===== src/logic/issue_pkg.sv =====
/*
 * shared definitions for the two-wide issue stage
 * lane and data widths, unit budgets, RV32 opcodes,
 * vector typedefs and the decode enums
 */
`default_nettype none

package issue_pkg;

	localparam int N_WAY = 2;
	localparam int XLEN = 32;
	localparam int N_PHYS_REGS = 64;
	localparam int TAG_W = $clog2(N_PHYS_REGS);

	typedef logic [XLEN-1:0] word_t;
	typedef logic [TAG_W-1:0] tag_t;
	typedef logic [31:0] inst_t;
	// holds 0 .. N_WAY
	typedef logic [$clog2(N_WAY+1)-1:0] lane_count_t;

	localparam tag_t ZERO_TAG = '0;

	// per-cycle issue budget of each unit class
	localparam lane_count_t ALU_UNITS = 2;
	localparam lane_count_t MULT_UNITS = 1;
	localparam lane_count_t LOAD_UNITS = 1;
	localparam lane_count_t STORE_UNITS = 1;
	localparam lane_count_t BRANCH_UNITS = 1;

	///////////////////////////////////////////////////////////////////////
	// RV32 major opcodes
	localparam logic [6:0] OP_LUI = 7'b0110111;
	localparam logic [6:0] OP_AUIPC = 7'b0010111;
	localparam logic [6:0] OP_JAL = 7'b1101111;
	localparam logic [6:0] OP_JALR = 7'b1100111;
	localparam logic [6:0] OP_BRANCH = 7'b1100011;
	localparam logic [6:0] OP_LOAD = 7'b0000011;
	localparam logic [6:0] OP_STORE = 7'b0100011;
	localparam logic [6:0] OP_IMM = 7'b0010011;
	localparam logic [6:0] OP_REG = 7'b0110011;
	localparam logic [6:0] FUNCT7_MULDIV = 7'b0000001;

	///////////////////////////////////////////////////////////////////////
	// decode results, first member of each is the all-zero value
	typedef enum logic [2:0] {ALU, MULT, LOAD, STORE, BRANCH} unit_e;

	typedef enum logic [3:0] {
		ADD, SUB, SLT, SLTU, AND, OR, XOR, SLL, SRL, SRA,
		MUL, MULH, MULHSU, MULHU
	} alu_func_e;

	typedef enum logic [1:0] {RS1, PC, ZERO} opa_sel_e;

	typedef enum logic [2:0] {RS2, I_IMM, S_IMM, B_IMM, U_IMM, J_IMM} opb_sel_e;

endpackage

`default_nettype wire


===== src/logic/hold_buffer.sv =====
/*
 * hold buffer for instructions that lost selection
 * keeps operands and an age rank per entry, compacts
 * ranks as entries leave and reports the free-slot credit
 */
`timescale 1ns/1ps
`default_nettype none

module hold_buffer (
	input logic clock,
	input logic reset,
	output logic [issue_pkg::N_WAY-1:0] entry_valid,
	output issue_pkg::lane_count_t [issue_pkg::N_WAY-1:0] entry_age,
	output issue_pkg::unit_e [issue_pkg::N_WAY-1:0] entry_unit,
	output issue_pkg::alu_func_e [issue_pkg::N_WAY-1:0] entry_alu_func,
	output issue_pkg::opa_sel_e [issue_pkg::N_WAY-1:0] entry_opa_select,
	output issue_pkg::opb_sel_e [issue_pkg::N_WAY-1:0] entry_opb_select,
	output issue_pkg::word_t [issue_pkg::N_WAY-1:0] entry_rs1_value,
	output issue_pkg::word_t [issue_pkg::N_WAY-1:0] entry_rs2_value,
	output issue_pkg::tag_t [issue_pkg::N_WAY-1:0] entry_dest_tag,
	output issue_pkg::inst_t [issue_pkg::N_WAY-1:0] entry_inst,
	output issue_pkg::word_t [issue_pkg::N_WAY-1:0] entry_pc,
	input logic [issue_pkg::N_WAY-1:0] take,
	input logic [issue_pkg::N_WAY-1:0] defer,
	input issue_pkg::unit_e [issue_pkg::N_WAY-1:0] new_unit,
	input issue_pkg::alu_func_e [issue_pkg::N_WAY-1:0] new_alu_func,
	input issue_pkg::opa_sel_e [issue_pkg::N_WAY-1:0] new_opa_select,
	input issue_pkg::opb_sel_e [issue_pkg::N_WAY-1:0] new_opb_select,
	input issue_pkg::word_t [issue_pkg::N_WAY-1:0] new_rs1_value,
	input issue_pkg::word_t [issue_pkg::N_WAY-1:0] new_rs2_value,
	input issue_pkg::tag_t [issue_pkg::N_WAY-1:0] new_dest_tag,
	input issue_pkg::inst_t [issue_pkg::N_WAY-1:0] new_inst,
	input issue_pkg::word_t [issue_pkg::N_WAY-1:0] new_pc,
	output issue_pkg::lane_count_t free_slots
);
	import issue_pkg::*;

	logic [N_WAY-1:0] keep;
	logic [N_WAY-1:0] nxt_valid;
	lane_count_t [N_WAY-1:0] nxt_age;
	lane_count_t n_next;
	logic [N_WAY-1:0] fill_en;
	int fill_lane [N_WAY];
	logic placed;
	logic lost;
	logic ages_ok;

	///////////////////////////////////////////////////////////////////////
	// next state
	always_comb begin
		keep = entry_valid & ~take;
		n_next = '0;
		// survivors close up, rank = 1 + older survivors
		for (int j = 0; j < N_WAY; j++) begin
			nxt_age[j] = '0;
			if (keep[j]) begin
				n_next = n_next + 1'b1;
				nxt_age[j] = lane_count_t'(1);
				for (int k = 0; k < N_WAY; k++) begin
					if (keep[k] && entry_age[k] < entry_age[j]) begin
						nxt_age[j] = nxt_age[j] + 1'b1;
					end
				end
			end
		end

		// deferred lanes take free entries, younger than all survivors
		nxt_valid = keep;
		fill_en = '0;
		lost = 1'b0;
		for (int j = 0; j < N_WAY; j++) begin
			fill_lane[j] = 0;
		end
		for (int i = 0; i < N_WAY; i++) begin
			placed = 1'b0;
			for (int j = 0; j < N_WAY; j++) begin
				if (defer[i] && !placed && !nxt_valid[j]) begin
					nxt_valid[j] = 1'b1;
					fill_en[j] = 1'b1;
					fill_lane[j] = i;
					n_next = n_next + 1'b1;
					nxt_age[j] = n_next;
					placed = 1'b1;
				end
			end
			if (defer[i] && !placed) begin
				lost = 1'b1;
			end
		end

		// credit for the lanes sampled at the coming edge
		free_slots = lane_count_t'(N_WAY) - n_next;
	end

	always_ff @(posedge clock) begin
		if (reset) begin
			entry_valid <= '0;
			entry_age <= '0;
		end else begin
			entry_valid <= nxt_valid;
			entry_age <= nxt_age;
		end
		for (int j = 0; j < N_WAY; j++) begin
			if (fill_en[j]) begin
				entry_unit[j] <= new_unit[fill_lane[j]];
				entry_alu_func[j] <= new_alu_func[fill_lane[j]];
				entry_opa_select[j] <= new_opa_select[fill_lane[j]];
				entry_opb_select[j] <= new_opb_select[fill_lane[j]];
				entry_rs1_value[j] <= new_rs1_value[fill_lane[j]];
				entry_rs2_value[j] <= new_rs2_value[fill_lane[j]];
				entry_dest_tag[j] <= new_dest_tag[fill_lane[j]];
				entry_inst[j] <= new_inst[fill_lane[j]];
				entry_pc[j] <= new_pc[fill_lane[j]];
			end
		end
	end

	///////////////////////////////////////////////////////////////////////
	// checks
	always_comb begin
		ages_ok = 1'b1;
		for (int j = 0; j < N_WAY; j++) begin
			for (int k = j + 1; k < N_WAY; k++) begin
				if (entry_valid[j] && entry_valid[k] && entry_age[j] == entry_age[k]) begin
					ages_ok = 1'b0;
				end
			end
		end
	end

	// credit upstream must keep deferrals within the free entries
	a_no_overflow: assert property (@(posedge clock) disable iff (reset) !lost);

	a_ages_unique: assert property (@(posedge clock) disable iff (reset) ages_ok);

endmodule

`default_nettype wire


===== config.mk =====
export PLATFORM = sky130hd
export DESIGN_NAME = hold_buffer
export DESIGN_NICKNAME = d
export VERILOG_FILES = /design/src/logic/issue_pkg.sv /design/src/logic/hold_buffer.sv
export SDC_FILE = /design/constraint.sdc
export NUM_CORES = 1
export LEC_CHECK = 0
export BUFFER_PORTS_ARGS = -buffer_cell sky130_fd_sc_hd__buf_2
export CORE_AREA = 2 2 234 236
export DETAILED_ROUTE_END_ITERATION = 16
export DIE_AREA = 0 0 236 238
export GPL_TIMING_DRIVEN = 0
export SKIP_CTS_REPAIR_TIMING = 1
export SLEW_MARGIN = 20
export SYNTH_ARGS = -nofsm -noshare
export SYNTH_HDL_FRONTEND = slang
export SYNTH_SLANG_ARGS = --single-unit

===== constraint.sdc =====
create_clock -name clock -period 13.65 [get_ports clock]
set_input_delay 2.0475 -clock clock [delete_from_list [all_inputs] [get_ports clock]]
set_output_delay 2.0475 -clock clock [all_outputs]
set_load 0.01 [all_outputs]

==> summary.md <==
| Metric | Value |
|---|---|
| Status | finished clean |
| Area Overhead vs Synth | 40.3% |
| WP depth | 10 |
| Synthesized flop and latch total | 298 |
| Maximum vdd ir drop | 0.0000713 V |
| Critical path's largest stage delay | 0.26 ns |
| Final Skew | 0.0120 ns |
| Htree depth | 2 |
| Final Cycle Share | 41.1% |
| Clock Power Share | 37.3% |
| Layout Utilization | 34.8% |
| Synth area leader | edfxtp_1 |
| Die width | 236 µm |
| CP max stage cell | ha_1 |
| Vias in the first global route | 9216 |
| Share of power burned in registers | 46.3% |
| Syn Area/Cell | 19.5 µm² |
| Endpoints failing setup | 0 |
| Share of layout cells above drive strength 1 | 72.3% |
| Initial Util | 24.8% |
| Total grt overflow | 0 |
| Num ports | 598 |
| Clock-pin slew on the worst setup and hold paths | 0.05 ns |
| Max-cap violation count | 0 |
| Routed WL | 42500 µm |
| Vias per cell | 4.30 |
| Met1 Use GR | 16.9% |
| Post-synth cell types | 37 |
| Seq/Total Area, Yosys | 67.0% |
| Initial drt markers | 289 |
| WHS | 0.708 ns |
| Remaining antenna violation count | 0 |
| Crit Path Class | in -> out |
| CTS tree | done |
| Post-Syn Instances | 681 |
| Clock root buffer master | clkbuf_16 |
| Slew headroom | 57.8% |
| Crit start category | input port |
| WHS Path Cells | 3 |
| Mapped Area | 13300 µm² |
| Grt peak-use layer | met2 |
| Remaining DRCs | 0 |
| Worst EP arrival | 3.57 ns |
| Nets | 1633 |
| Commonest non-fill, non-tap cell in the layout | buf_2 |
| Crit. End Element | output pin |
| Chip Height | 238 µm |
| Largest net degree at the start of global routing | 26 |
| Leak | 7.69 nW |
| Crit path max-delay family | buffers and inverters |
| Clock sinks | 298 |
| Pre-Repair DR Iteration Count | 6 |
| All-Layer GR Usage | 14.3% |
| Fin crit period | 5.62 ns |
| Number of cells on the worst reg-to-reg path | 9 |
| Die Area | 56200 µm² |
| Global Route met2 Usage | 24.4% |
| PD cells | 131 nW/µm² |
| P_sw | 0.000595 W |
| Post-detail-place hpwl | 32900 µm |
| Routability cong. | 0.828 |
| Min-delay src | entry_valid[0]$_SDFF_PP0_ |
| Pins Over Slew Limit | 0 |
| Vias | 8824 |
| Internal power | 0.00183 W |
| Clk_lat worst skew | 0.53 ns |
| Slew @ Worst Pin | 0.632 ns |
| Most frequent cells in the layout | buf_2 (601), edfxtp_1 (292), mux2_2 (222), mux2_4 (54), clkbuf_16 (37) |
| Antenna violations before repair | 9 |
| Cells along the critical path | buf_2 > nor2b_4 > buf_6 > inv_8 > ha_1 > buf_2 > nor2_1 > a2bb2oi_1 > o221ai_1 > buf_2 |
| Comb power frac | 16.3% |
| Number of port buffers | 597 |
| Most frequent CP cell | buf_2 |
| Post-synthesis net count | 982 |
| Final Hold Fails | 0 |
| RSZ-0062 raised after global routing | no |
| Clock Tree Buf Depth | 3 |
| Core Box Area | 53500 µm² |
| Row count | 85 |
| Min-delay worst type | reg -> reg |
| Worst Path Required | 11.60 ns |
| Sum of negative setup slack | 0 ns |
| CP max FO | 9 |
| Share of the synthesized area in the top cell type | 66.1% |
| Top cells by area, synth | edfxtp_1 (66%), mux2_2 (19%), mux2_4 (6.1%), buf_12 (2.3%), mux2_1 (1.4%) |
| CTS Buf Count | 36 |
| WP buf/inv | 5 |
| Global-route wire length before repair | 59800 µm |
| # fillers | 5241 |
| Met3 GRT Util | 4.60% |
| Routed WL per cell | 20.7 µm |
| R2r startpoint | entry_valid[0]$_SDFF_PP0_ |
| Sw frac | 24.5% |
| Max Fclk | 178 MHz |
| Setup crit start | take[1] |
| Yosys warnings | 0 |
-- per-stage QoR --
| step | total power, W | instances | worst slack (ns) | area [µm²] |
|---|---|---|---|---|
| global placement | 0.00155 | 1974 | -2.11 | 17100 |
| floorplan | 0.00136 | 681 | 3.43 | 13300 |
| CTS | 0.00246 | 2052 | 8.05 | 18600 |
| global route | 0.00252 | 2053 | 7.94 | 18600 |
| detailed placement | 0.00155 | 1990 | 8.06 | 17500 |
| finish | 0.00243 | 2054 | 8.03 | 18600 |
-- kinds of logic after synthesis --
group	share of synthesized area, %
XOR/XNOR	0.132
AND/OR/NAND/NOR	0.972
buffers and inverters	3.97
AO/OA/AOI/OAI	1.25
multiplexers	26.4
flip-flops	67.0
adder cells (fa/ha/maj)	0.283
-- per-layer routing --
layer / up-vias / share of wire (%)
li1: 4015 / -
met1: 4315 / 39
met2: 401 / 49
met3: 83 / 8.1
met4: 10 / 3.3
met5: - / 0.15
-- power groups by stage --
| stage | Sequential, W | Combinational, W | Clock (W) |
|---|---|---|---|
| finish | 0.00113 | 0.000397 | 0.000907 |
| global route | 0.00113 | 0.000425 | 0.000964 |
| CTS | 0.00113 | 0.000405 | 0.000934 |
| detailed placement | 0.00114 | 0.000404 | 0 |
| global placement | 0.00117 | 0.000375 | 0 |
| floorplan | 0.00120 | 0.000153 | 0 |
-- registers in the layout (all words and copies together) (netlist names) --
signal,cells
entry_age,4
entry_alu_func,8
entry_dest_tag,12
entry_inst,64
entry_opa_select,4
entry_opb_select,6
entry_pc,64
entry_rs1_value,64
entry_rs2_value,64
entry_unit,6
entry_valid,2
-- worst reg2reg max path: cells and delay by family, from the launching register on --
family / cells / cell delay (ns)
and+or+nand+nor: 1 / 0.17
DFF: 1 / 0.34
buffers and inverters: 6 / 1.21
AOI/OAI and AO/OA: 2 / 0.78
-- final timing paths --
check / end / slack, ns
hold / removal: entry_valid[0]$_SDFF_PP0_ / 0.71
hold reg to reg: entry_valid[0]$_SDFF_PP0_ / 0.71
setup / recovery: free_slots[1] / 8.03
setup reg to reg: entry_inst[33]$_DFFE_PP_ / 10.86
-- Yosys cell counts (all sizes together) --
master,n
a211o,3
a211oi,2
a21oi,8
a2bb2oi,1
a31oi,1
a41o,1
and3b,1
buf,37
dfxtp,6
edfxtp,292
ha,3
inv,5
mux2,292
mux2i,1
nand2,9
nand2b,1
nand3,1
nand3b,1
nor2,3
nor2b,2
nor3,1
o21ai,3
o221ai,2
o22a,1
o22ai,1
or3b,1
xnor2,1
xor2,1
-- area by class of cell --
type                            instances  area (µm²)  share of cell area (%)
Sequential cell                       298        8890                    47.8
Multi-Input combinational cell        341        3870                    20.8
Timing Repair Buffer                  613        3370                    18.1
Clock buffer                           49         971                    5.22
Tap cell                              696         871                    4.68
Buffer                                 37         500                    2.69
Clock inverter                         13         111                   0.598
Inverter                                5        26.3                   0.141
Antenna cell                            2        5.00                  0.0269
(Power assumes the default switching activity.)
