**src/logic/issue_pkg.sv**
```systemverilog
/*
 * shared definitions for the two-wide issue stage
 * lane and data widths, unit budgets, RV32 opcodes,
 * vector typedefs and the decode enums
 */
`default_nettype none

package issue_pkg;

	localparam int N_WAY = 2;
	localparam int XLEN = 32;
	localparam int N_PHYS_REGS = 64;
	localparam int TAG_W = $clog2(N_PHYS_REGS);

	typedef logic [XLEN-1:0] word_t;
	typedef logic [TAG_W-1:0] tag_t;
	typedef logic [31:0] inst_t;
	// holds 0 .. N_WAY
	typedef logic [$clog2(N_WAY+1)-1:0] lane_count_t;

	localparam tag_t ZERO_TAG = '0;

	// per-cycle issue budget of each unit class
	localparam lane_count_t ALU_UNITS = 2;
	localparam lane_count_t MULT_UNITS = 1;
	localparam lane_count_t LOAD_UNITS = 1;
	localparam lane_count_t STORE_UNITS = 1;
	localparam lane_count_t BRANCH_UNITS = 1;

	///////////////////////////////////////////////////////////////////////
	// RV32 major opcodes
	localparam logic [6:0] OP_LUI = 7'b0110111;
	localparam logic [6:0] OP_AUIPC = 7'b0010111;
	localparam logic [6:0] OP_JAL = 7'b1101111;
	localparam logic [6:0] OP_JALR = 7'b1100111;
	localparam logic [6:0] OP_BRANCH = 7'b1100011;
	localparam logic [6:0] OP_LOAD = 7'b0000011;
	localparam logic [6:0] OP_STORE = 7'b0100011;
	localparam logic [6:0] OP_IMM = 7'b0010011;
	localparam logic [6:0] OP_REG = 7'b0110011;
	localparam logic [6:0] FUNCT7_MULDIV = 7'b0000001;

	///////////////////////////////////////////////////////////////////////
	// decode results, first member of each is the all-zero value
	typedef enum logic [2:0] {ALU, MULT, LOAD, STORE, BRANCH} unit_e;

	typedef enum logic [3:0] {
		ADD, SUB, SLT, SLTU, AND, OR, XOR, SLL, SRL, SRA,
		MUL, MULH, MULHSU, MULHU
	} alu_func_e;

	typedef enum logic [1:0] {RS1, PC, ZERO} opa_sel_e;

	typedef enum logic [2:0] {RS2, I_IMM, S_IMM, B_IMM, U_IMM, J_IMM} opb_sel_e;

endpackage

`default_nettype wire

```
**src/logic/issue_decoder.sv**
```systemverilog
/*
 * per-lane instruction decoder
 * maps opcode, funct3 and funct7 to the ALU function,
 * operand selects, destination flag and unit class
 */
`timescale 1ns/1ps
`default_nettype none

module issue_decoder (
	input issue_pkg::inst_t [issue_pkg::N_WAY-1:0] inst,
	input logic [issue_pkg::N_WAY-1:0] lane_valid,
	output issue_pkg::alu_func_e [issue_pkg::N_WAY-1:0] alu_func,
	output issue_pkg::opa_sel_e [issue_pkg::N_WAY-1:0] opa_select,
	output issue_pkg::opb_sel_e [issue_pkg::N_WAY-1:0] opb_select,
	output logic [issue_pkg::N_WAY-1:0] has_dest,
	output issue_pkg::unit_e [issue_pkg::N_WAY-1:0] unit
);
	import issue_pkg::*;

	// funct3 table shared by OP_IMM and OP_REG
	// alt is instruction bit 30, sub only exists for register ops
	function automatic alu_func_e base_func(input logic [2:0] funct3, input logic alt,
		input logic reg_op);
		case (funct3)
			3'b000: base_func = (reg_op && alt) ? SUB : ADD;
			3'b001: base_func = SLL;
			3'b010: base_func = SLT;
			3'b011: base_func = SLTU;
			3'b100: base_func = XOR;
			3'b101: base_func = alt ? SRA : SRL;
			3'b110: base_func = OR;
			default: base_func = AND;
		endcase
	endfunction

	always_comb begin
		for (int i = 0; i < N_WAY; i++) begin
			// defaults give an add with no destination
			alu_func[i] = ADD;
			opa_select[i] = RS1;
			opb_select[i] = RS2;
			has_dest[i] = 1'b0;
			unit[i] = ALU;
			if (lane_valid[i]) begin
				case (inst[i][6:0])
					OP_LUI: begin
						has_dest[i] = 1'b1;
						opa_select[i] = ZERO;
						opb_select[i] = U_IMM;
					end
					OP_AUIPC: begin
						has_dest[i] = 1'b1;
						opa_select[i] = PC;
						opb_select[i] = U_IMM;
					end
					OP_JAL: begin
						has_dest[i] = 1'b1;
						opa_select[i] = PC;
						opb_select[i] = J_IMM;
					end
					OP_JALR: begin
						has_dest[i] = 1'b1;
						opb_select[i] = I_IMM;
					end
					OP_BRANCH: begin
						opa_select[i] = PC;
						opb_select[i] = B_IMM;
						unit[i] = BRANCH;
					end
					OP_LOAD: begin
						has_dest[i] = 1'b1;
						opb_select[i] = I_IMM;
						unit[i] = LOAD;
					end
					OP_STORE: begin
						opb_select[i] = S_IMM;
						unit[i] = STORE;
					end
					OP_IMM: begin
						has_dest[i] = 1'b1;
						opb_select[i] = I_IMM;
						alu_func[i] = base_func(inst[i][14:12], inst[i][30], 1'b0);
					end
					OP_REG: begin
						has_dest[i] = 1'b1;
						if (inst[i][31:25] == FUNCT7_MULDIV) begin
							unit[i] = MULT;
							// low funct3 bits pick the multiply flavour
							case (inst[i][13:12])
								2'b00: alu_func[i] = MUL;
								2'b01: alu_func[i] = MULH;
								2'b10: alu_func[i] = MULHSU;
								default: alu_func[i] = MULHU;
							endcase
						end else begin
							alu_func[i] = base_func(inst[i][14:12], inst[i][30], 1'b1);
						end
					end
					default: begin
						// unknown opcode, keep the defaults
					end
				endcase
			end
		end
	end

endmodule

`default_nettype wire

```
**config.mk**
```make
export PLATFORM = sky130hd
export DESIGN_NAME = issue_decoder
export DESIGN_NICKNAME = d
export VERILOG_FILES = /design/src/logic/issue_pkg.sv /design/src/logic/issue_decoder.sv
export SDC_FILE = /design/constraint.sdc
export NUM_CORES = 1
export LEC_CHECK = 0
export BUFFER_PORTS_ARGS = -buffer_cell sky130_fd_sc_hd__buf_4
export CAP_MARGIN = 20
export CORE_UTILIZATION = 37
export DETAILED_ROUTE_END_ITERATION = 10
export GPL_TIMING_DRIVEN = 0
export PLACE_DENSITY = 0.95
export SYNTH_ARGS = -nofsm -noshare
export SYNTH_HDL_FRONTEND = slang
export SYNTH_SLANG_ARGS = --single-unit
```
**constraint.sdc**
```tcl
create_clock -name vclk -period 3.11
set_clock_uncertainty 0.2 [all_clocks]
set_input_delay 0.311 -clock vclk [all_inputs]
set_output_delay 0.311 -clock vclk [all_outputs]
set_load 0.005 [all_outputs]
```
==> results.py, run 1 <==
metrics = {
    "sta": {
        "setup_viol": 0,
        "slew-limit-headroom_pct": 67.3,
        "worst_slew_pin_slew_ns": 0.487,
        "slew_violations": 0,
        "hold_viol_final": 0,
        "timing.setup.tns_ns": 0,
        "fmax_ghz": 0.404,
        "final.period_utilization_pct": 79.6,
        "rsz0062_at_grt": "false",
        "hold_ws_ns": 0.707,
        "period_needed_ns": 2.47,
        "worst_slack_ns": 0.635,
    },
    "route": {
        "dr.first_iter.drc_count": 20,
        "drt_wl_total_mm": 2.59,
        "vias": 1183,
        "drt-wirelength-per-cell_um": 12.9,
        "avgViaCountPerCell": 5.89,
        "drc": 0,
        "ant_nets": 0,
        "first_pass_iters": 4,
    },
    "final_layout": {
        "nNetsFinal": 244,
        "sequential_cell_total": 0,
        "seqCellArea_um2": 0,
        "antenna_cells": 0,
        "drive_gt1_share_pct": 36.4,
        "fillerInstances": 147,
        "multi_input_area_um2": 702,
        "fin_util_pct": 66.6,
        "final_area_mm2": 0.00120,
        "finalNonFillerCells": 201,
        "clock_buffers": 0,
        "syn2layout_area_growth_pct": 62.0,
    },
    "global_routing": {
        "grt_overflow_total": 0,
        "gr-usage-all-layers_pct": 21.4,
        "grt_pass1_wl_mm": 3.62,
        "grt_antenna_before_repair": 0,
        "grt_max_degree": 11,
        "grt_pass1_vias": 958,
    },
    "clocking": {
        "postCtsHoldBufs": 0,
        "cts_resized": 0,
        "cts_setup_buffers": 0,
    },
    "critical_path": {
        "worstPathArrival_ns": 1.96,
        "worst_path_largest_cell_delay_ns": 0.53,
        "worst_path_max_delay_cell": "or4_4",
        "worst-path-buf-inv": 2,
        "path_depth": 6,
        "endpoint_kind": "primary output",
        "crit_family": "simple AND/OR/NAND/NOR gates",
        "cp-start-kind": "primary input",
        "worstPathRequired_ns": 2.60,
        "crit_fanout": 4,
        "path_cells": "buf_4, or4_4, or3_4, a2111oi_1, o21a_1, buf_4",
        "timing_worst_setup_path_type": "primary input to primary output",
        "cpMostUsedCell": "buf_4",
    },
    "floorplanning": {
        "pin_count": 92,
        "start_util_pct": 41.1,
        "dieWidth_um": 46.7,
        "die_area_mm2": 0.00218,
        "core_area_mm2": 0.00180,
        "row_count": 15,
        "die_h_um": 46.7,
    },
    "pwr": {
        "p_per_area_mw_per_mm2": 84.2,
        "switching_share_pct": 49.2,
        "switchingPower_uw": 49.7,
        "p_int_uw": 51.4,
        "power.leakage_nw": 0.499,
        "pwr-share-clk_pct": 0,
        "ir_drop_v": 0.0000507,
        "p_total_uw": 101,
        "pwr-share-comb_pct": 100.0,
        "seqPwrFrac_pct": 0,
    },
    "yosys": {
        "syn_nets": 185,
        "ys_warn_count": 0,
        "avgSynthCellArea_um2": 6.22,
        "syn_area_um2": 741,
        "synth.distinct_cells": 45,
        "netlist_instances": 119,
        "ys_seq_area_share_pct": 0,
    },
    "placed_design": {
        "hpwl_mm": 2.13,
        "placed_area_mm2": 0.00120,
        "place.gp.congestion": 0.812,
        "dp_cells": 201,
        "io_buffers": 57,
        "place_ws_ns": 0.635,
    },
    "run_status": {
        "status": "complete, no violations",
    },
    "worst_hold_path": {
        "hold_depth": 3,
        "hold_path.class": "primary input to primary output",
    },
    "run": {
        "cap_violations": 0,
    },
}
## cell type report
cell class	instances	share of cell area, %
buffer	6	2.61
inverter	2	0.626
multi-input combinational	111	58.5
tap	25	2.61
timing repair buffer	57	35.7
## power by group through the flow
| stage | Sequential [mW] | Combinational [mW] | Clock [mW] |
|---|---|---|---|
| floorplan | 0 | 0.0456 | 0 |
| global placement | 0 | 0.0947 | 0 |
| detailed placement | 0 | 0.0996 | 0 |
| CTS | 0 | 0.100 | 0 |
| global route | 0 | 0.110 | 0 |
| finish | 0 | 0.101 | 0 |
## path summary, 6_finish.rpt
check	from	end	slack (ns)
worst max-delay path	inst[27]	alu_func[2]	0.64
worst min-delay path	inst[36]	opb_select[4]	0.71
## cell families (layout without fill, tap and decap cells)
logic type,Yosys count,count (layout),share of synthesized area (%)
xor+xnor,2,2,2.37
compound gates,32,32,29.9
simple gates,75,75,59.8
buf+inv,8,65,5.24
fa+ha+maj,1,1,1.35
mux,1,1,1.35
## Yosys cell counts (2+ instances only)
| cell | number | share of area [%] |
|---|---|---|
| nor2_1 | 16 | 8.1 |
| nor3_1 | 9 | 6.1 |
| a21oi_1 | 7 | 4.7 |
| nand2_1 | 6 | 3.0 |
| nor4_1 | 6 | 5.1 |
| o21ai_0 | 6 | 4.1 |
| clkbuf_1 | 4 | 2.0 |
| nand2b_1 | 4 | 3.4 |
| nand3b_1 | 4 | 4.1 |
| nor2b_1 | 4 | 3.4 |
| nor3b_1 | 4 | 4.1 |
| nand3_1 | 3 | 2.0 |
| nand4_1 | 3 | 2.5 |
| a2111oi_0 | 2 | 2.4 |
| a211oi_1 | 2 | 2.0 |
| and2_1 | 2 | 1.7 |
| and3_1 | 2 | 1.7 |
| and3b_1 | 2 | 2.4 |
| inv_1 | 2 | 1.0 |
| nand4bb_1 | 2 | 3.0 |
| o2111ai_1 | 2 | 2.4 |
| o21a_1 | 2 | 2.0 |
| or3_1 | 2 | 1.7 |
| xnor2_1 | 2 | 2.4 |
## cell usage in the layout (no fill, tap or decap), types with 3 or more instances in the layout
master     n
a21oi_1    7
buf_4     57
clkbuf_1   4
nand2_1    6
nand2b_1   4
nand3_1    3
nand3b_1   4
nand4_1    3
nor2_1    16
nor2b_1    4
nor3_1     9
nor3b_1    4
nor4_1     6
o21ai_0    6
## routing by layer
layer  part of all wire [%]  GRT usage, %  vias up
li1                       -             -      581
met1                     40          21.8      532
met2                     49          47.2       70
met3                     11          2.69        0
met4                      0             0        0
met5                      0             0        -
(Power assumes the default switching activity.)
==> inputs of run 2 (changes only) <==
- CORE_UTILIZATION: 37 -> 34
- PLACE_DENSITY: 0.95 -> 0.92
- clock period: 3.11 -> 2.4 ns (I/O delays scaled with it)
==> run 2 against run 1 <==
  * Power increased by 29%
  * Global-route usage decreased by 1.5 points
  * First-iteration DRC count grew 90%
  * Worst hold slack got worse by 0.14 ns
  * Worst setup slack worse by 0.54 ns
  * Critical path type unchanged
==> results.py, run 2 (synthesis results as in run 1) <==
metrics = {
    "final_layout": {
        "finalNonFillerCells": 203,
        "final_cell_mix": "57 x buf_4, 16 x nor2_1, 9 x nor3_1",
        "antenna_cells": 0,
        "fin_util_pct": 60.3,
        "sequential_cell_total": 0,
        "fillerInstances": 187,
        "clock_buffers": 0,
        "syn2layout_area_growth_pct": 63.0,
        "nNetsFinal": 244,
        "drive_gt1_share_pct": 36.9,
        "seqCellArea_um2": 0,
        "final_common_cell": "buf_4",
    },
    "route": {
        "drc": 0,
        "avgViaCountPerCell": 5.69,
        "dr.first_iter.drc_count": 38,
        "ant_nets": 0,
        "vias": 1155,
        "drt_wl_total_mm": 2.47,
        "first_pass_iters": 4,
        "drt-wirelength-per-cell_um": 12.2,
    },
    "sta": {
        "slew-limit-headroom_pct": 63.2,
        "final.period_utilization_pct": 96.1,
        "setup_viol": 0,
        "worst_slack_ns": 0.0939,
        "period_needed_ns": 2.31,
        "timing.setup.tns_ns": 0,
        "hold_viol_final": 0,
        "hold_ws_ns": 0.564,
        "worst_slew_pin_slew_ns": 0.548,
        "slew_violations": 0,
        "rsz0062_at_grt": "false",
        "fmax_ghz": 0.434,
    },
    "critical_path": {
        "worst_path_max_delay_cell": "or4_4",
        "worstPathRequired_ns": 1.96,
        "path_cells": "buf_4, or4_4, or3_4, a2111oi_2, o21a_1, buf_4",
        "crit_family": "simple AND/OR/NAND/NOR gates",
        "worst_path_largest_cell_delay_ns": 0.53,
        "worst-path-buf-inv": 2,
        "endpoint_kind": "primary output",
        "worstPathArrival_ns": 1.87,
        "cp-start-kind": "primary input",
        "cpMostUsedCell": "buf_4",
        "timing_worst_setup_path_type": "primary input to primary output",
        "crit_fanout": 4,
    },
    "pwr": {
        "p_int_uw": 66.6,
        "p_per_area_mw_per_mm2": 108,
        "power.leakage_nw": 0.499,
        "switching_share_pct": 48.9,
        "pwr-share-clk_pct": 0,
        "ir_drop_v": 0.0000747,
        "switchingPower_uw": 63.8,
        "pwr-share-comb_pct": 100.0,
        "seqPwrFrac_pct": 0,
    },
    "worst_hold_path": {
        "hold_path.class": "primary input to primary output",
        "hold_path_end": "unit[1]",
        "hold_start": "inst[6]",
        "hold_depth": 3,
    },
    "global_routing": {
        "grt_pass1_wl_mm": 4.06,
        "grt_overflow_total": 0,
        "grt_pass1_vias": 967,
        "grt_antenna_before_repair": 0,
        "gr-usage-all-layers_pct": 19.9,
        "grt_max_degree": 11,
    },
    "floorplanning": {
        "core_area_mm2": 0.00200,
        "start_util_pct": 37.0,
        "die_area_mm2": 0.00237,
        "pin_count": 92,
        "die_h_um": 48.7,
        "row_count": 16,
        "dieWidth_um": 48.7,
    },
    "placed_design": {
        "place_ws_ns": 0.0267,
        "place.gp.congestion": 0.845,
        "hpwl_mm": 2.02,
        "io_buffers": 57,
        "dp_cells": 203,
    },
    "run_status": {
        "status": "complete, no violations",
    },
    "run": {
        "cap_violations": 0,
    },
}
[run 2: metrics by stage]
stage          total power [mW]  area [um2]
3_3_place_gp              0.123        1200
3_5_place_dp              0.128        1200
4_1_cts                   0.129        1200
2_1_floorplan            0.0591         741
5_1_grt                   0.143        1210
6_report                  0.130        1210
[run 2: power groups by stage]
stage | Combinational (mW) | Sequential, mW | Clock, mW
after CTS | 0.129 | 0 | 0
final | 0.130 | 0 | 0
after detailed placement | 0.128 | 0 | 0
after floorplan | 0.0591 | 0 | 0
after global placement | 0.123 | 0 | 0
after global routing | 0.143 | 0 | 0
[run 2: routing by layer]
metal,global-route usage (%),vias up,share of wire [%]
li1,-,574,-
met2,37.3,66,48
met1,24.9,513,43
met3,2.20,2,9.1
met5,0,-,0
met4,1.96,0,0.32
[run 2: worst max-delay path by stage]
| stage | startpoint | endpoint | slack (ns) | depth (start not counted) |
|---|---|---|---|---|
| 3_5_place_dp | inst[27] | alu_func[2] | 0.03 | 6 |
| 5_1_grt | inst[27] | alu_func[2] | 0.02 | 6 |
| 4_1_cts | inst[27] | alu_func[2] | 0.03 | 6 |
| 6_report | inst[27] | alu_func[2] | 0.09 | 6 |
| 3_3_place_gp | inst[27] | alu_func[2] | 0.07 | 6 |
| 2_1_floorplan | inst[27] | alu_func[2] | 0.30 | 4 |
[run 2: what timing repair did]
action                                  4_1_cts  5_1_grt
buffers inserted                              0        0
endpoints found under the setup margin        0        1
hold buffers                                  0        0
resized for setup                             0        1
[run 2: worst min-delay path, cell delays in order]
cell and delay [ns]:
buf_4 0.11, nor3_1 0.05, buf_4 0.12
[run 2: final cells by class]
type	instances	area, um2	area share [%]
Timing Repair Buffer	57	428	35.4
Inverter	2	7.51	0.622
Tap cell	27	33.8	2.80
Buffer	6	31.3	2.59
Multi-Input combinational cell	111	707	58.5
