<file path="src/logic/issue_pkg.sv">
/*
 * shared definitions for the two-wide issue stage
 * lane and data widths, unit budgets, RV32 opcodes,
 * vector typedefs and the decode enums
 */
`default_nettype none

package issue_pkg;

	localparam int N_WAY = 2;
	localparam int XLEN = 32;
	localparam int N_PHYS_REGS = 64;
	localparam int TAG_W = $clog2(N_PHYS_REGS);

	typedef logic [XLEN-1:0] word_t;
	typedef logic [TAG_W-1:0] tag_t;
	typedef logic [31:0] inst_t;
	// holds 0 .. N_WAY
	typedef logic [$clog2(N_WAY+1)-1:0] lane_count_t;

	localparam tag_t ZERO_TAG = '0;

	// per-cycle issue budget of each unit class
	localparam lane_count_t ALU_UNITS = 2;
	localparam lane_count_t MULT_UNITS = 1;
	localparam lane_count_t LOAD_UNITS = 1;
	localparam lane_count_t STORE_UNITS = 1;
	localparam lane_count_t BRANCH_UNITS = 1;

	///////////////////////////////////////////////////////////////////////
	// RV32 major opcodes
	localparam logic [6:0] OP_LUI = 7'b0110111;
	localparam logic [6:0] OP_AUIPC = 7'b0010111;
	localparam logic [6:0] OP_JAL = 7'b1101111;
	localparam logic [6:0] OP_JALR = 7'b1100111;
	localparam logic [6:0] OP_BRANCH = 7'b1100011;
	localparam logic [6:0] OP_LOAD = 7'b0000011;
	localparam logic [6:0] OP_STORE = 7'b0100011;
	localparam logic [6:0] OP_IMM = 7'b0010011;
	localparam logic [6:0] OP_REG = 7'b0110011;
	localparam logic [6:0] FUNCT7_MULDIV = 7'b0000001;

	///////////////////////////////////////////////////////////////////////
	// decode results, first member of each is the all-zero value
	typedef enum logic [2:0] {ALU, MULT, LOAD, STORE, BRANCH} unit_e;

	typedef enum logic [3:0] {
		ADD, SUB, SLT, SLTU, AND, OR, XOR, SLL, SRL, SRA,
		MUL, MULH, MULHSU, MULHU
	} alu_func_e;

	typedef enum logic [1:0] {RS1, PC, ZERO} opa_sel_e;

	typedef enum logic [2:0] {RS2, I_IMM, S_IMM, B_IMM, U_IMM, J_IMM} opb_sel_e;

endpackage

`default_nettype wire

</file>
<file path="src/logic/issue_select.sv">
/*
 * issue selection
 * buffered entries go first by age, then new lanes in lane order,
 * each under the per-class budget; winners packed from lane 0
 */
`timescale 1ns/1ps
`default_nettype none

module issue_select (
	input logic clock,
	input logic reset,
	input logic [issue_pkg::N_WAY-1:0] buf_valid,
	input issue_pkg::lane_count_t [issue_pkg::N_WAY-1:0] buf_age,
	input issue_pkg::unit_e [issue_pkg::N_WAY-1:0] buf_unit,
	input issue_pkg::alu_func_e [issue_pkg::N_WAY-1:0] buf_alu_func,
	input issue_pkg::opa_sel_e [issue_pkg::N_WAY-1:0] buf_opa_select,
	input issue_pkg::opb_sel_e [issue_pkg::N_WAY-1:0] buf_opb_select,
	input issue_pkg::word_t [issue_pkg::N_WAY-1:0] buf_rs1_value,
	input issue_pkg::word_t [issue_pkg::N_WAY-1:0] buf_rs2_value,
	input issue_pkg::tag_t [issue_pkg::N_WAY-1:0] buf_dest_tag,
	input issue_pkg::inst_t [issue_pkg::N_WAY-1:0] buf_inst,
	input issue_pkg::word_t [issue_pkg::N_WAY-1:0] buf_pc,
	input logic [issue_pkg::N_WAY-1:0] new_valid,
	input issue_pkg::unit_e [issue_pkg::N_WAY-1:0] new_unit,
	input issue_pkg::alu_func_e [issue_pkg::N_WAY-1:0] new_alu_func,
	input issue_pkg::opa_sel_e [issue_pkg::N_WAY-1:0] new_opa_select,
	input issue_pkg::opb_sel_e [issue_pkg::N_WAY-1:0] new_opb_select,
	input logic [issue_pkg::N_WAY-1:0] new_has_dest,
	input issue_pkg::word_t [issue_pkg::N_WAY-1:0] new_rs1_value,
	input issue_pkg::word_t [issue_pkg::N_WAY-1:0] new_rs2_value,
	input issue_pkg::tag_t [issue_pkg::N_WAY-1:0] new_dest_tag,
	input issue_pkg::inst_t [issue_pkg::N_WAY-1:0] new_inst,
	input issue_pkg::word_t [issue_pkg::N_WAY-1:0] new_pc,
	output logic [issue_pkg::N_WAY-1:0] take,
	output logic [issue_pkg::N_WAY-1:0] defer,
	output issue_pkg::tag_t [issue_pkg::N_WAY-1:0] defer_dest_tag,
	output logic [issue_pkg::N_WAY-1:0] out_valid,
	output issue_pkg::unit_e [issue_pkg::N_WAY-1:0] out_unit,
	output issue_pkg::alu_func_e [issue_pkg::N_WAY-1:0] out_alu_func,
	output issue_pkg::opa_sel_e [issue_pkg::N_WAY-1:0] out_opa_select,
	output issue_pkg::opb_sel_e [issue_pkg::N_WAY-1:0] out_opb_select,
	output issue_pkg::word_t [issue_pkg::N_WAY-1:0] out_rs1_value,
	output issue_pkg::word_t [issue_pkg::N_WAY-1:0] out_rs2_value,
	output issue_pkg::tag_t [issue_pkg::N_WAY-1:0] out_dest_tag,
	output issue_pkg::inst_t [issue_pkg::N_WAY-1:0] out_inst,
	output issue_pkg::word_t [issue_pkg::N_WAY-1:0] out_pc
);
	import issue_pkg::*;

	// candidates in priority order, buffered by age then new by lane
	logic [2*N_WAY-1:0] c_valid;
	int c_from [N_WAY];
	unit_e [2*N_WAY-1:0] c_unit;
	alu_func_e [2*N_WAY-1:0] c_func;
	opa_sel_e [2*N_WAY-1:0] c_opa;
	opb_sel_e [2*N_WAY-1:0] c_opb;
	word_t [2*N_WAY-1:0] c_rs1;
	word_t [2*N_WAY-1:0] c_rs2;
	tag_t [2*N_WAY-1:0] c_tag;
	inst_t [2*N_WAY-1:0] c_inst;
	word_t [2*N_WAY-1:0] c_pc;
	lane_count_t budget [ALU:BRANCH];
	int n_out;

	///////////////////////////////////////////////////////////////////////
	// candidate list
	always_comb begin
		for (int k = 0; k < N_WAY; k++) begin
			c_from[k] = 0;
			c_valid[k] = 1'b0;
			// ages are compact, so age k+1 lands in slot k
			for (int j = 0; j < N_WAY; j++) begin
				if (buf_valid[j] && int'(buf_age[j]) == k + 1) begin
					c_from[k] = j;
					c_valid[k] = 1'b1;
				end
			end
			c_unit[k] = buf_unit[c_from[k]];
			c_func[k] = buf_alu_func[c_from[k]];
			c_opa[k] = buf_opa_select[c_from[k]];
			c_opb[k] = buf_opb_select[c_from[k]];
			c_rs1[k] = buf_rs1_value[c_from[k]];
			c_rs2[k] = buf_rs2_value[c_from[k]];
			c_tag[k] = buf_dest_tag[c_from[k]];
			c_inst[k] = buf_inst[c_from[k]];
			c_pc[k] = buf_pc[c_from[k]];

			c_valid[N_WAY+k] = new_valid[k];
			c_unit[N_WAY+k] = new_unit[k];
			c_func[N_WAY+k] = new_alu_func[k];
			c_opa[N_WAY+k] = new_opa_select[k];
			c_opb[N_WAY+k] = new_opb_select[k];
			c_rs1[N_WAY+k] = new_rs1_value[k];
			c_rs2[N_WAY+k] = new_rs2_value[k];
			c_tag[N_WAY+k] = new_has_dest[k] ? new_dest_tag[k] : ZERO_TAG;
			c_inst[N_WAY+k] = new_inst[k];
			c_pc[N_WAY+k] = new_pc[k];
			// buffer stores the tag already resolved
			defer_dest_tag[k] = c_tag[N_WAY+k];
		end
	end

	///////////////////////////////////////////////////////////////////////
	// budgeted selection and packing
	always_comb begin
		budget[ALU] = ALU_UNITS;
		budget[MULT] = MULT_UNITS;
		budget[LOAD] = LOAD_UNITS;
		budget[STORE] = STORE_UNITS;
		budget[BRANCH] = BRANCH_UNITS;
		n_out = 0;
		take = '0;
		defer = '0;
		out_valid = '0;
		out_rs1_value = '0;
		out_rs2_value = '0;
		out_dest_tag = '0;
		out_inst = '0;
		out_pc = '0;
		for (int l = 0; l < N_WAY; l++) begin
			out_unit[l] = ALU;
			out_alu_func[l] = ADD;
			out_opa_select[l] = RS1;
			out_opb_select[l] = RS2;
		end
		for (int k = 0; k < 2*N_WAY; k++) begin
			if (c_valid[k] && budget[c_unit[k]] != '0 && n_out < N_WAY) begin
				out_valid[n_out] = 1'b1;
				out_unit[n_out] = c_unit[k];
				out_alu_func[n_out] = c_func[k];
				out_opa_select[n_out] = c_opa[k];
				out_opb_select[n_out] = c_opb[k];
				out_rs1_value[n_out] = c_rs1[k];
				out_rs2_value[n_out] = c_rs2[k];
				out_dest_tag[n_out] = c_tag[k];
				out_inst[n_out] = c_inst[k];
				out_pc[n_out] = c_pc[k];
				budget[c_unit[k]] = budget[c_unit[k]] - 1'b1;
				n_out++;
				if (k < N_WAY) begin
					take[c_from[k]] = 1'b1;
				end
			end else if (c_valid[k] && k >= N_WAY) begin
				// new lane loses, goes to the buffer
				defer[k-N_WAY] = 1'b1;
			end
		end
	end

	// issued lanes form a solid block starting at lane 0
	a_out_packed: assert property (@(posedge clock) disable iff (reset)
		(out_valid & (out_valid + 1'b1)) == '0);

endmodule

`default_nettype wire

</file>
<file path="config.mk">
export PLATFORM = sky130hd
export DESIGN_NAME = issue_select
export DESIGN_NICKNAME = d
export VERILOG_FILES = /design/src/logic/issue_pkg.sv /design/src/logic/issue_select.sv
export SDC_FILE = /design/constraint.sdc
export NUM_CORES = 1
export LEC_CHECK = 0
export BUFFER_PORTS_ARGS = -buffer_cell sky130_fd_sc_hd__buf_4
export CAP_MARGIN = 0
export CORE_AREA = 2 2 357 359
export DETAILED_ROUTE_END_ITERATION = 16
export DIE_AREA = 0 0 359 361
export PLACE_DENSITY = 0.32
export SYNTH_ARGS = -nofsm -noshare
export SYNTH_HDL_FRONTEND = slang
export SYNTH_SLANG_ARGS = --single-unit
</file>
<file path="constraint.sdc">
create_clock -name vclk -period 8.5
set_input_delay 0.85 -clock vclk [all_inputs]
set_output_delay 0.85 -clock vclk [all_outputs]
set_load 0.01 [all_outputs]
</file>
==> results of run 1 <==
-- kinds of logic (layout without fill, tap and decap cells) --
kind of cell | after synthesis | count (layout)
AO/OA/AOI/OAI | 351 | 351
XOR/XNOR | 1 | 1
adder cells (fa/ha/maj) | 5 | 5
buffers and inverters | 169 | 974
multiplexers | 439 | 439
other | 0 | 6
AND/OR/NAND/NOR | 521 | 521
-- worst min-delay path: cells and delay by family --
family | cells | cell delay [ps]
buf+inv | 2 | 190
mux | 1 | 110
-- worst min path at each step --
stage                                    to  slack [ps]  cells past startpoint
final                     out_rs1_value[12]        2000                      3
after global routing      out_rs1_value[21]        2010                      3
after CTS                 out_rs1_value[12]        2000                      3
after detailed placement  out_rs1_value[12]        2000                      3
after global placement    out_rs1_value[21]        2000                      3
after floorplan                    defer[1]        1810                      1
-- synth_stat cells, drive strengths merged, types with 2 or more instances --
cell type,count,area (um^2)
a21oi,13,68.8
nor2b,2,12.5
o41ai,2,25.0
or2,5,31.3
nand2b,5,31.3
a21o,2,15.0
a211oi,2,20.0
ha,4,50.1
o211ai,8,60.1
and3,4,25.0
and4,2,17.5
a31oi,2,12.5
o211a,2,20.0
nor2,290,1090
o21a,2,15.0
mux2i,147,1480
nor3b,4,30.0
a32oi,2,17.5
inv,12,45.0
nor3,9,45.0
nand2,165,619
o21ai,152,764
nand3,9,45.0
and2,11,68.8
clkbuf,107,402
mux2,292,3770
buf,50,382
nand3b,8,72.6
a221oi,144,1260
o22ai,9,56.3
o31ai,2,15.0
and3b,2,17.5
-- area by class of cell --
type	instances	area, um^2	share of cell area (%)
multi-input combinational	1317	9990	51.0
timing repair buffer	962	7460	38.1
tap	1650	2060	10.5
inverter	12	45.0	0.230
antenna	6	15.0	0.0767
-- stage by stage --
step                std cells  util [%]  instance area, um^2
detailed placement       3941      15.6                19600
floorplan                1486         -                10800
global route             3946      15.6                19600
CTS                      3941      15.6                19600
global placement         3941      15.6                19600
finish                   3947      15.6                19600
-- power by group through the flow --
stage               clock (uW)  sequential, uW  combinational (uW)
floorplan                    0               0                 754
global placement             0               0                1720
detailed placement           0               0                1720
CTS                          0               0                1720
global route         0.0000788               0                1800
finish               0.0000947               0                1690
-- per-layer routing --
layer / routed length (um) / part of all wire (%) / track usage [%] / vias up
met2: 48900 / 50 / 25.5 / 671
met4: 1500 / 1.5 / 1.79 / 12
met1: 41200 / 42 / 17.6 / 7486
met3: 6380 / 6.5 / 2.93 / 60
met5: 79 / 0.081 / 0 / -
li1: - / - / - / 7104
==> flow_results.org, run 1 <==
** Status
- Run status :: finished clean

** Finish
- In the final layout, flip-flops and latches occupy 0 um^2.
- The top cell types in the final layout, fill and taps aside, are 943 x buf_4, 290 x nor2_1, 164 x nand2_1.
- Compared with the post-synthesis result, the final layout area differs by 81.9%.
- Layout cell share with drive strength beyond 1 :: a little over half
- After filler insertion, the fill cell instance count of the layout stands at 14524.
- Number of flip-flops and latches :: 0
- Leading cell type in the layout, fill and taps excluded :: buf_4
- Number of nets in the final layout :: 2894
- After layout, the clock buffer instance count stands at 0.

** Run
- Max-cap violations in this run came to 0.

** Yosys
- Compound-Gate Fraction of Synth Area :: between 20% and 30%
- Syn Area/Cell :: 7.24 um^2
- After Yosys synthesis, and, or, nand and nor cells account for 20.1% of the synthesized area.
- Synthesis produced a netlist with a net count of 2087.
- Post-synthesis adder-cell area fraction :: 0.651%
- Syn Inst Count :: 1486
- Share of synthesized area spent on multiplexers :: 48.8%
- By area, the combinational part of the netlist is dominated by multiplexers.
- The share of the Yosys chip area taken by registers is 0%.
- Synthesized cell area :: 10800 um^2
- Synthesis instantiated 61 different standard cells from the library.
- Xor and xnor fraction of the mapped netlist area :: less than 1%
- Yosys printed 0 warnings.

** Drt
- The final route contains 15333 vias.
- Summed over all layers, the routed wires come to 98100 um.
- Number of vias per cell after detailed routing :: 3.88
- The first routing iteration left 884 violations.
- Per-cell routed wire length :: 24.9 um
- Antenna viol nets, final :: 0
- The first detailed-routing pass took 5 iterations.
- For this run, design rule violations remaining after detail routing come to 0.

** Timing
- Transition time of the tightest slew-check pin :: about 1100 ps
- Setup repair after global routing left no endpoint under its margin.
- Max-slew violations :: 0
- The worst path meets setup with around 900 ps of slack.
- Hold Vio Cnt, Final :: 0
- Timing-limited maximum frequency :: approximately 0.13 GHz
- The worst path uses between 80 and 90% of the clock period.
- TNS Setup :: 0 ps
- Period minus WS final :: 7600 ps
- Setup violations remaining at the end of the flow were counted as 0.
- Worst hold slack across all endpoints :: between 2000 and 2500 ps
- Measured against its own limit, the worst slew margin works out to 25.3%.

** Place
- Worst setup slack before clock tree synthesis :: 890 ps
- Routability-driven placement finished with a final weighted congestion of 0.858.
- Once detailed placement completed, the half-perimeter wirelength came to 80700 um.
- IO Port Bufs :: 904

** Power and ir drop
- The clock network is responsible for 0% of the overall power.
- Internal power comes to 819 uW.
- The completed layout was analyzed and its total power is roughly 1700 uW.
- Cell leakage power :: 0.00994 uW
- Of the total power, registers draw 0%.
- Power density over the cells :: 86.3 nW/um^2
- In this run switching power makes up just over 50% of total power.
- Switching power :: around 870 uW
- Largest vdd supply drop :: 0.0329 mV
- In this run, the combinational gates consume 100.0% of the power.

** Floorplanning
- Area enclosed by the die boundary :: 130000 um^2
- In this run the vertical extent of the chip is 361 um.
- Die extent in x :: 359 um
- In this run the core area contains 130 standard-cell rows.
- Initial core utilization :: roughly 8.6%
- The total area inside the core boundary comes to 125000 um^2.
- I/O Pins :: 906

** Setup path
- Among the stages of the critical path, the cell type that occurs most often is buf_4.
- In this run the number of cells on the critical path is 22.
- The largest single stage delay on the critical path is roughly 560 ps.
- WP buf/inv :: 6
- Cells along the critical path :: buf_4 -> nand3b_1 -> nor3_1 -> o211ai_1 -> and3_1 -> o21ai_0 -> and2_1 -> nor2_1 -> buf_4 -> ha_1 -> nor3b_2 -> nand2_1 -> o21ai_0 -> inv_1 -> a32oi_1 -> o211ai_1 -> a211oi_1 -> or2_4 -> buf_12 -> buf_4 -> mux2_2 -> buf_4
- Of all nets on the critical path, the largest fanout is 25.
- Among all stages on the critical path, the largest delay is contributed by a211oi_1.
- Category of cells accounting for the largest share of critical-path delay :: simple AND/OR/NAND/NOR gates
- Launching element of the worst setup path :: buf_age[3]
- The critical path in this run is classified as in -> out.
- Data on the critical path is required at its endpoint by 7650 ps.
- The worst setup path is launched from a primary input.
- Destination of the critical timing path :: out_inst[0]
- CP Capture Type :: output pin
- For the worst setup path, the data arrival time is 6750 ps.

** Global route
- Number of antenna violations at the first check in global routing :: 21
- Wire length of the first global-routing pass :: 132000 um
- Pin count of the biggest net entering global routing :: 90
- The via count of the first global-routing pass was 15677.
- Total routing resource utilization after global routing :: between 10% and 20%
- Final global-route overflow total :: 0

** CTS
- Number of buffers inserted by hold repair at cts :: 0
- Count of buffers added by post-CTS timing repair for setup :: 0
- Post-CTS repair changed the size of 0 cells.

** Hold path
- Hold Startpoint :: new_rs1_value[44]
- Worst min-delay path class :: in -> out
Power figures use the tool's default switching activity.
==> run 2: changes to the inputs <==
Clock period 8.5 ns to 8.4 ns, I/O delays scaled along.
==> flow_results.org, run 2 (same netlist as run 1, synthesis figures left out) <==
** Finish
- # clk buffers :: 0 (unchanged)
- The layout cell share with drive strength beyond 1 is 53.0% (-0.082 points).
- Number of nets in the final layout :: 2890 (-0.14%)
- Post-layout instance count excluding filler cells :: 3940 (-0.18%)
- The share of the core filled with cells is 15.6% (-0.050 points).
- The register cell area after layout was 0 um^2 (unchanged).
- Number of flip-flops and latches :: 0 (unchanged)
- Syn-to-layout area delta :: 81.3%
- The top cell types in the final layout, fill and taps aside, are 941 x buf_4, 290 x nor2_1, 164 x nand2_1.
- Leading cell type in the layout, fill and taps excluded :: buf_4

** Setup path
- The maximum cell stage delay along the critical path was 620 ps (+60 ps).
- Max FO, Critical Path :: 19 (-24%)
- Cells along the critical path :: buf_4 -> nand3b_4 -> mux2i_2 -> o21a_1 -> a21oi_2 -> o21ai_0 -> and2_1 -> nor2_1 -> buf_4 -> ha_1 -> nor3b_2 -> nand2_1 -> o21ai_0 -> inv_1 -> a32oi_1 -> o211ai_1 -> a211oi_1 -> or2_4 -> buf_12 -> buf_12 -> mux2_2 -> buf_4
- CP Capture Type :: output pin
- Critical Setup Path Class :: in -> out
- Required time worst endpoint :: 7560 ps (-90 ps)
- Cell with the largest stage delay on the worst path :: a211oi_1
- Kind of launch point of the worst setup path :: primary input
- The arrival time reported for the critical path endpoint is 6740 ps (about the same).
- Cell mode on critical path :: buf_4

** CTS
- The hold-fix buffer count after cts is 0 (unchanged).
- The number of gates resized after CTS is 0 (unchanged).
- The number of setup buffers added after CTS was 0 (unchanged).

** Timing
- Slack of the critical path :: 818 ps (-81.0 ps)
- Max-slew violations :: 0 (unchanged)
- Setup repair after global routing left no endpoint under its margin.
- Transition time of the tightest slew-check pin :: 1170 ps (+65.3 ps)
- Period minus WS final :: around 7600 ps
- The summed negative setup slack over all endpoints is 0 ps (unchanged).
- The final critical path takes up 90.3% of the cycle.
- Slew margin rel. :: 20.9% (-4.4 points)
- Hold Vio Cnt, Final :: 0 (unchanged)
- Derived from the worst setup path, the maximum achievable clock frequency is 0.132 GHz.
- Setup violators final :: 0 (unchanged)

** Run
- MaxCap Viol Count :: 0 (unchanged)

** Drt
- DRC viols :: 0 (unchanged)
- Via total after detailed routing :: 15398 (+0.42%)
- Number of vias per cell after detailed routing :: 3.91 (+0.60%)
- Number of violations reported at the end of detailed-routing iteration 0 :: 1003 (+13%)
- The wire length per cell after detailed routing came to 24.8 um (-0.21%).
- The number of detailed-routing iterations run before antenna repair is 6 (+1).
- The overall routed net length was 97700 um (-0.39%).
- The remaining antenna violation count is 0 (unchanged).

** Power and ir drop
- Cell leakage power :: 0.00991 uW (-0.28%)
- Switching power :: 878 uW (+0.74%)
- Internal power component :: 826 uW (+0.96%)
- The fraction of power spent switching nets is 51.5% (-0.056 points).
- Largest vdd supply drop :: 0.0335 mV (+1.7%)
- The fraction of power consumed by combinational cells came to 100.0% (about the same).
- Power density over the cells :: 87.4 nW/um^2 (+1.2%)
- Clock network fraction of total power :: 0% (unchanged)
- Sequential share of power :: 0% (unchanged)

** Floorplanning
- The area of the die was 130000 um^2 (unchanged).
- Core Area :: 125000 um^2 (unchanged)
- Die extent in x :: 359 um (unchanged)
- Vertical extent of the die :: 361 um (unchanged)
- I/O Pins :: 906 (unchanged)
- The initial standard-cell utilization of the core is 8.58% (unchanged).
- Standard-cell rows :: 130 (unchanged)

** Place
- Gp weighted congestion :: 0.854 (-0.43%)
- The HPWL reported at the end of detailed placement came to 80600 um (-0.14%).
- IO Port Bufs :: 904 (unchanged)
- Cell count after placement :: 3937 (-0.10%)
- Worst setup slack before clock tree synthesis :: 870 ps (-19.2 ps)

** Global route
- Number of antenna violations at the first check in global routing :: 17 (-19%)
- Total routing resource utilization after global routing :: 14.0% (-0.10 points)
- The wire length of the first global-routing pass is 131000 um (-1.0%).
- Number of global-route vias before repair :: 15253 (-2.7%)
- Pin count of the biggest net entering global routing :: 80 (-11%)
- Final global-route overflow total :: 0 (unchanged)

** Status
- Run status :: finished clean

** Hold path
- Worst min-delay path class :: in -> out
- Hold Path Depth :: 3 (unchanged)
run 2: power groups by stage:
| stage | registers, uW | logic [uW] | clock network, uW |
|---|---|---|---|
| after floorplan | 0 | 763 | 0 |
| after global placement | 0 | 1740 | 0 |
| after detailed placement | 0 | 1730 | 0 |
| after CTS | 0 | 1740 | 0 |
| after global routing | 0 | 1820 | 0.0000478 |
| final | 0 | 1700 | 0.0000480 |
run 2: area by class of cell:
class	instances	area, um^2
Inverter	12	45.0
Antenna cell	3	7.51
Timing Repair Buffer	958	7400
Fill cell	14532	106000
Tap cell	1650	2060
Multi-Input combinational cell	1317	9990
run 2: through the flow:
stage | power (uW) | hold slack [ps] | area [um^2]
after floorplan | 763 | 1790 | 10800
after global placement | 1740 | 1980 | 19500
after detailed placement | 1730 | 1980 | 19500
after CTS | 1740 | 1980 | 19500
after global routing | 1820 | 1990 | 19500
final | 1700 | 1980 | 19500
run 2: final timing paths:
path | startpoint | to | slack, ps
worst max-delay path | buf_age[2] | out_rs2_value[57] | 820
worst min-delay path | new_pc[50] | out_pc[18] | 1980
run 2: per-layer routing:
layer  vias to the layer above  GRT usage, %  share of wire [%]
met1                      7572          17.9                 43
met2                       663          25.3                 50
li1                       7110             -                  -
met5                         -             0              0.094
met4                        14         0.960               0.74
met3                        39          2.69                6.1
run 2: worst max-delay path: cells and delay by family:
kind | cells | cell delay, ps
and+or+nand+nor | 6 | 1950
buffers and inverters | 6 | 1000
muxes | 2 | 790
AOI/OAI and AO/OA | 7 | 1850
adders and majority gates | 1 | 220
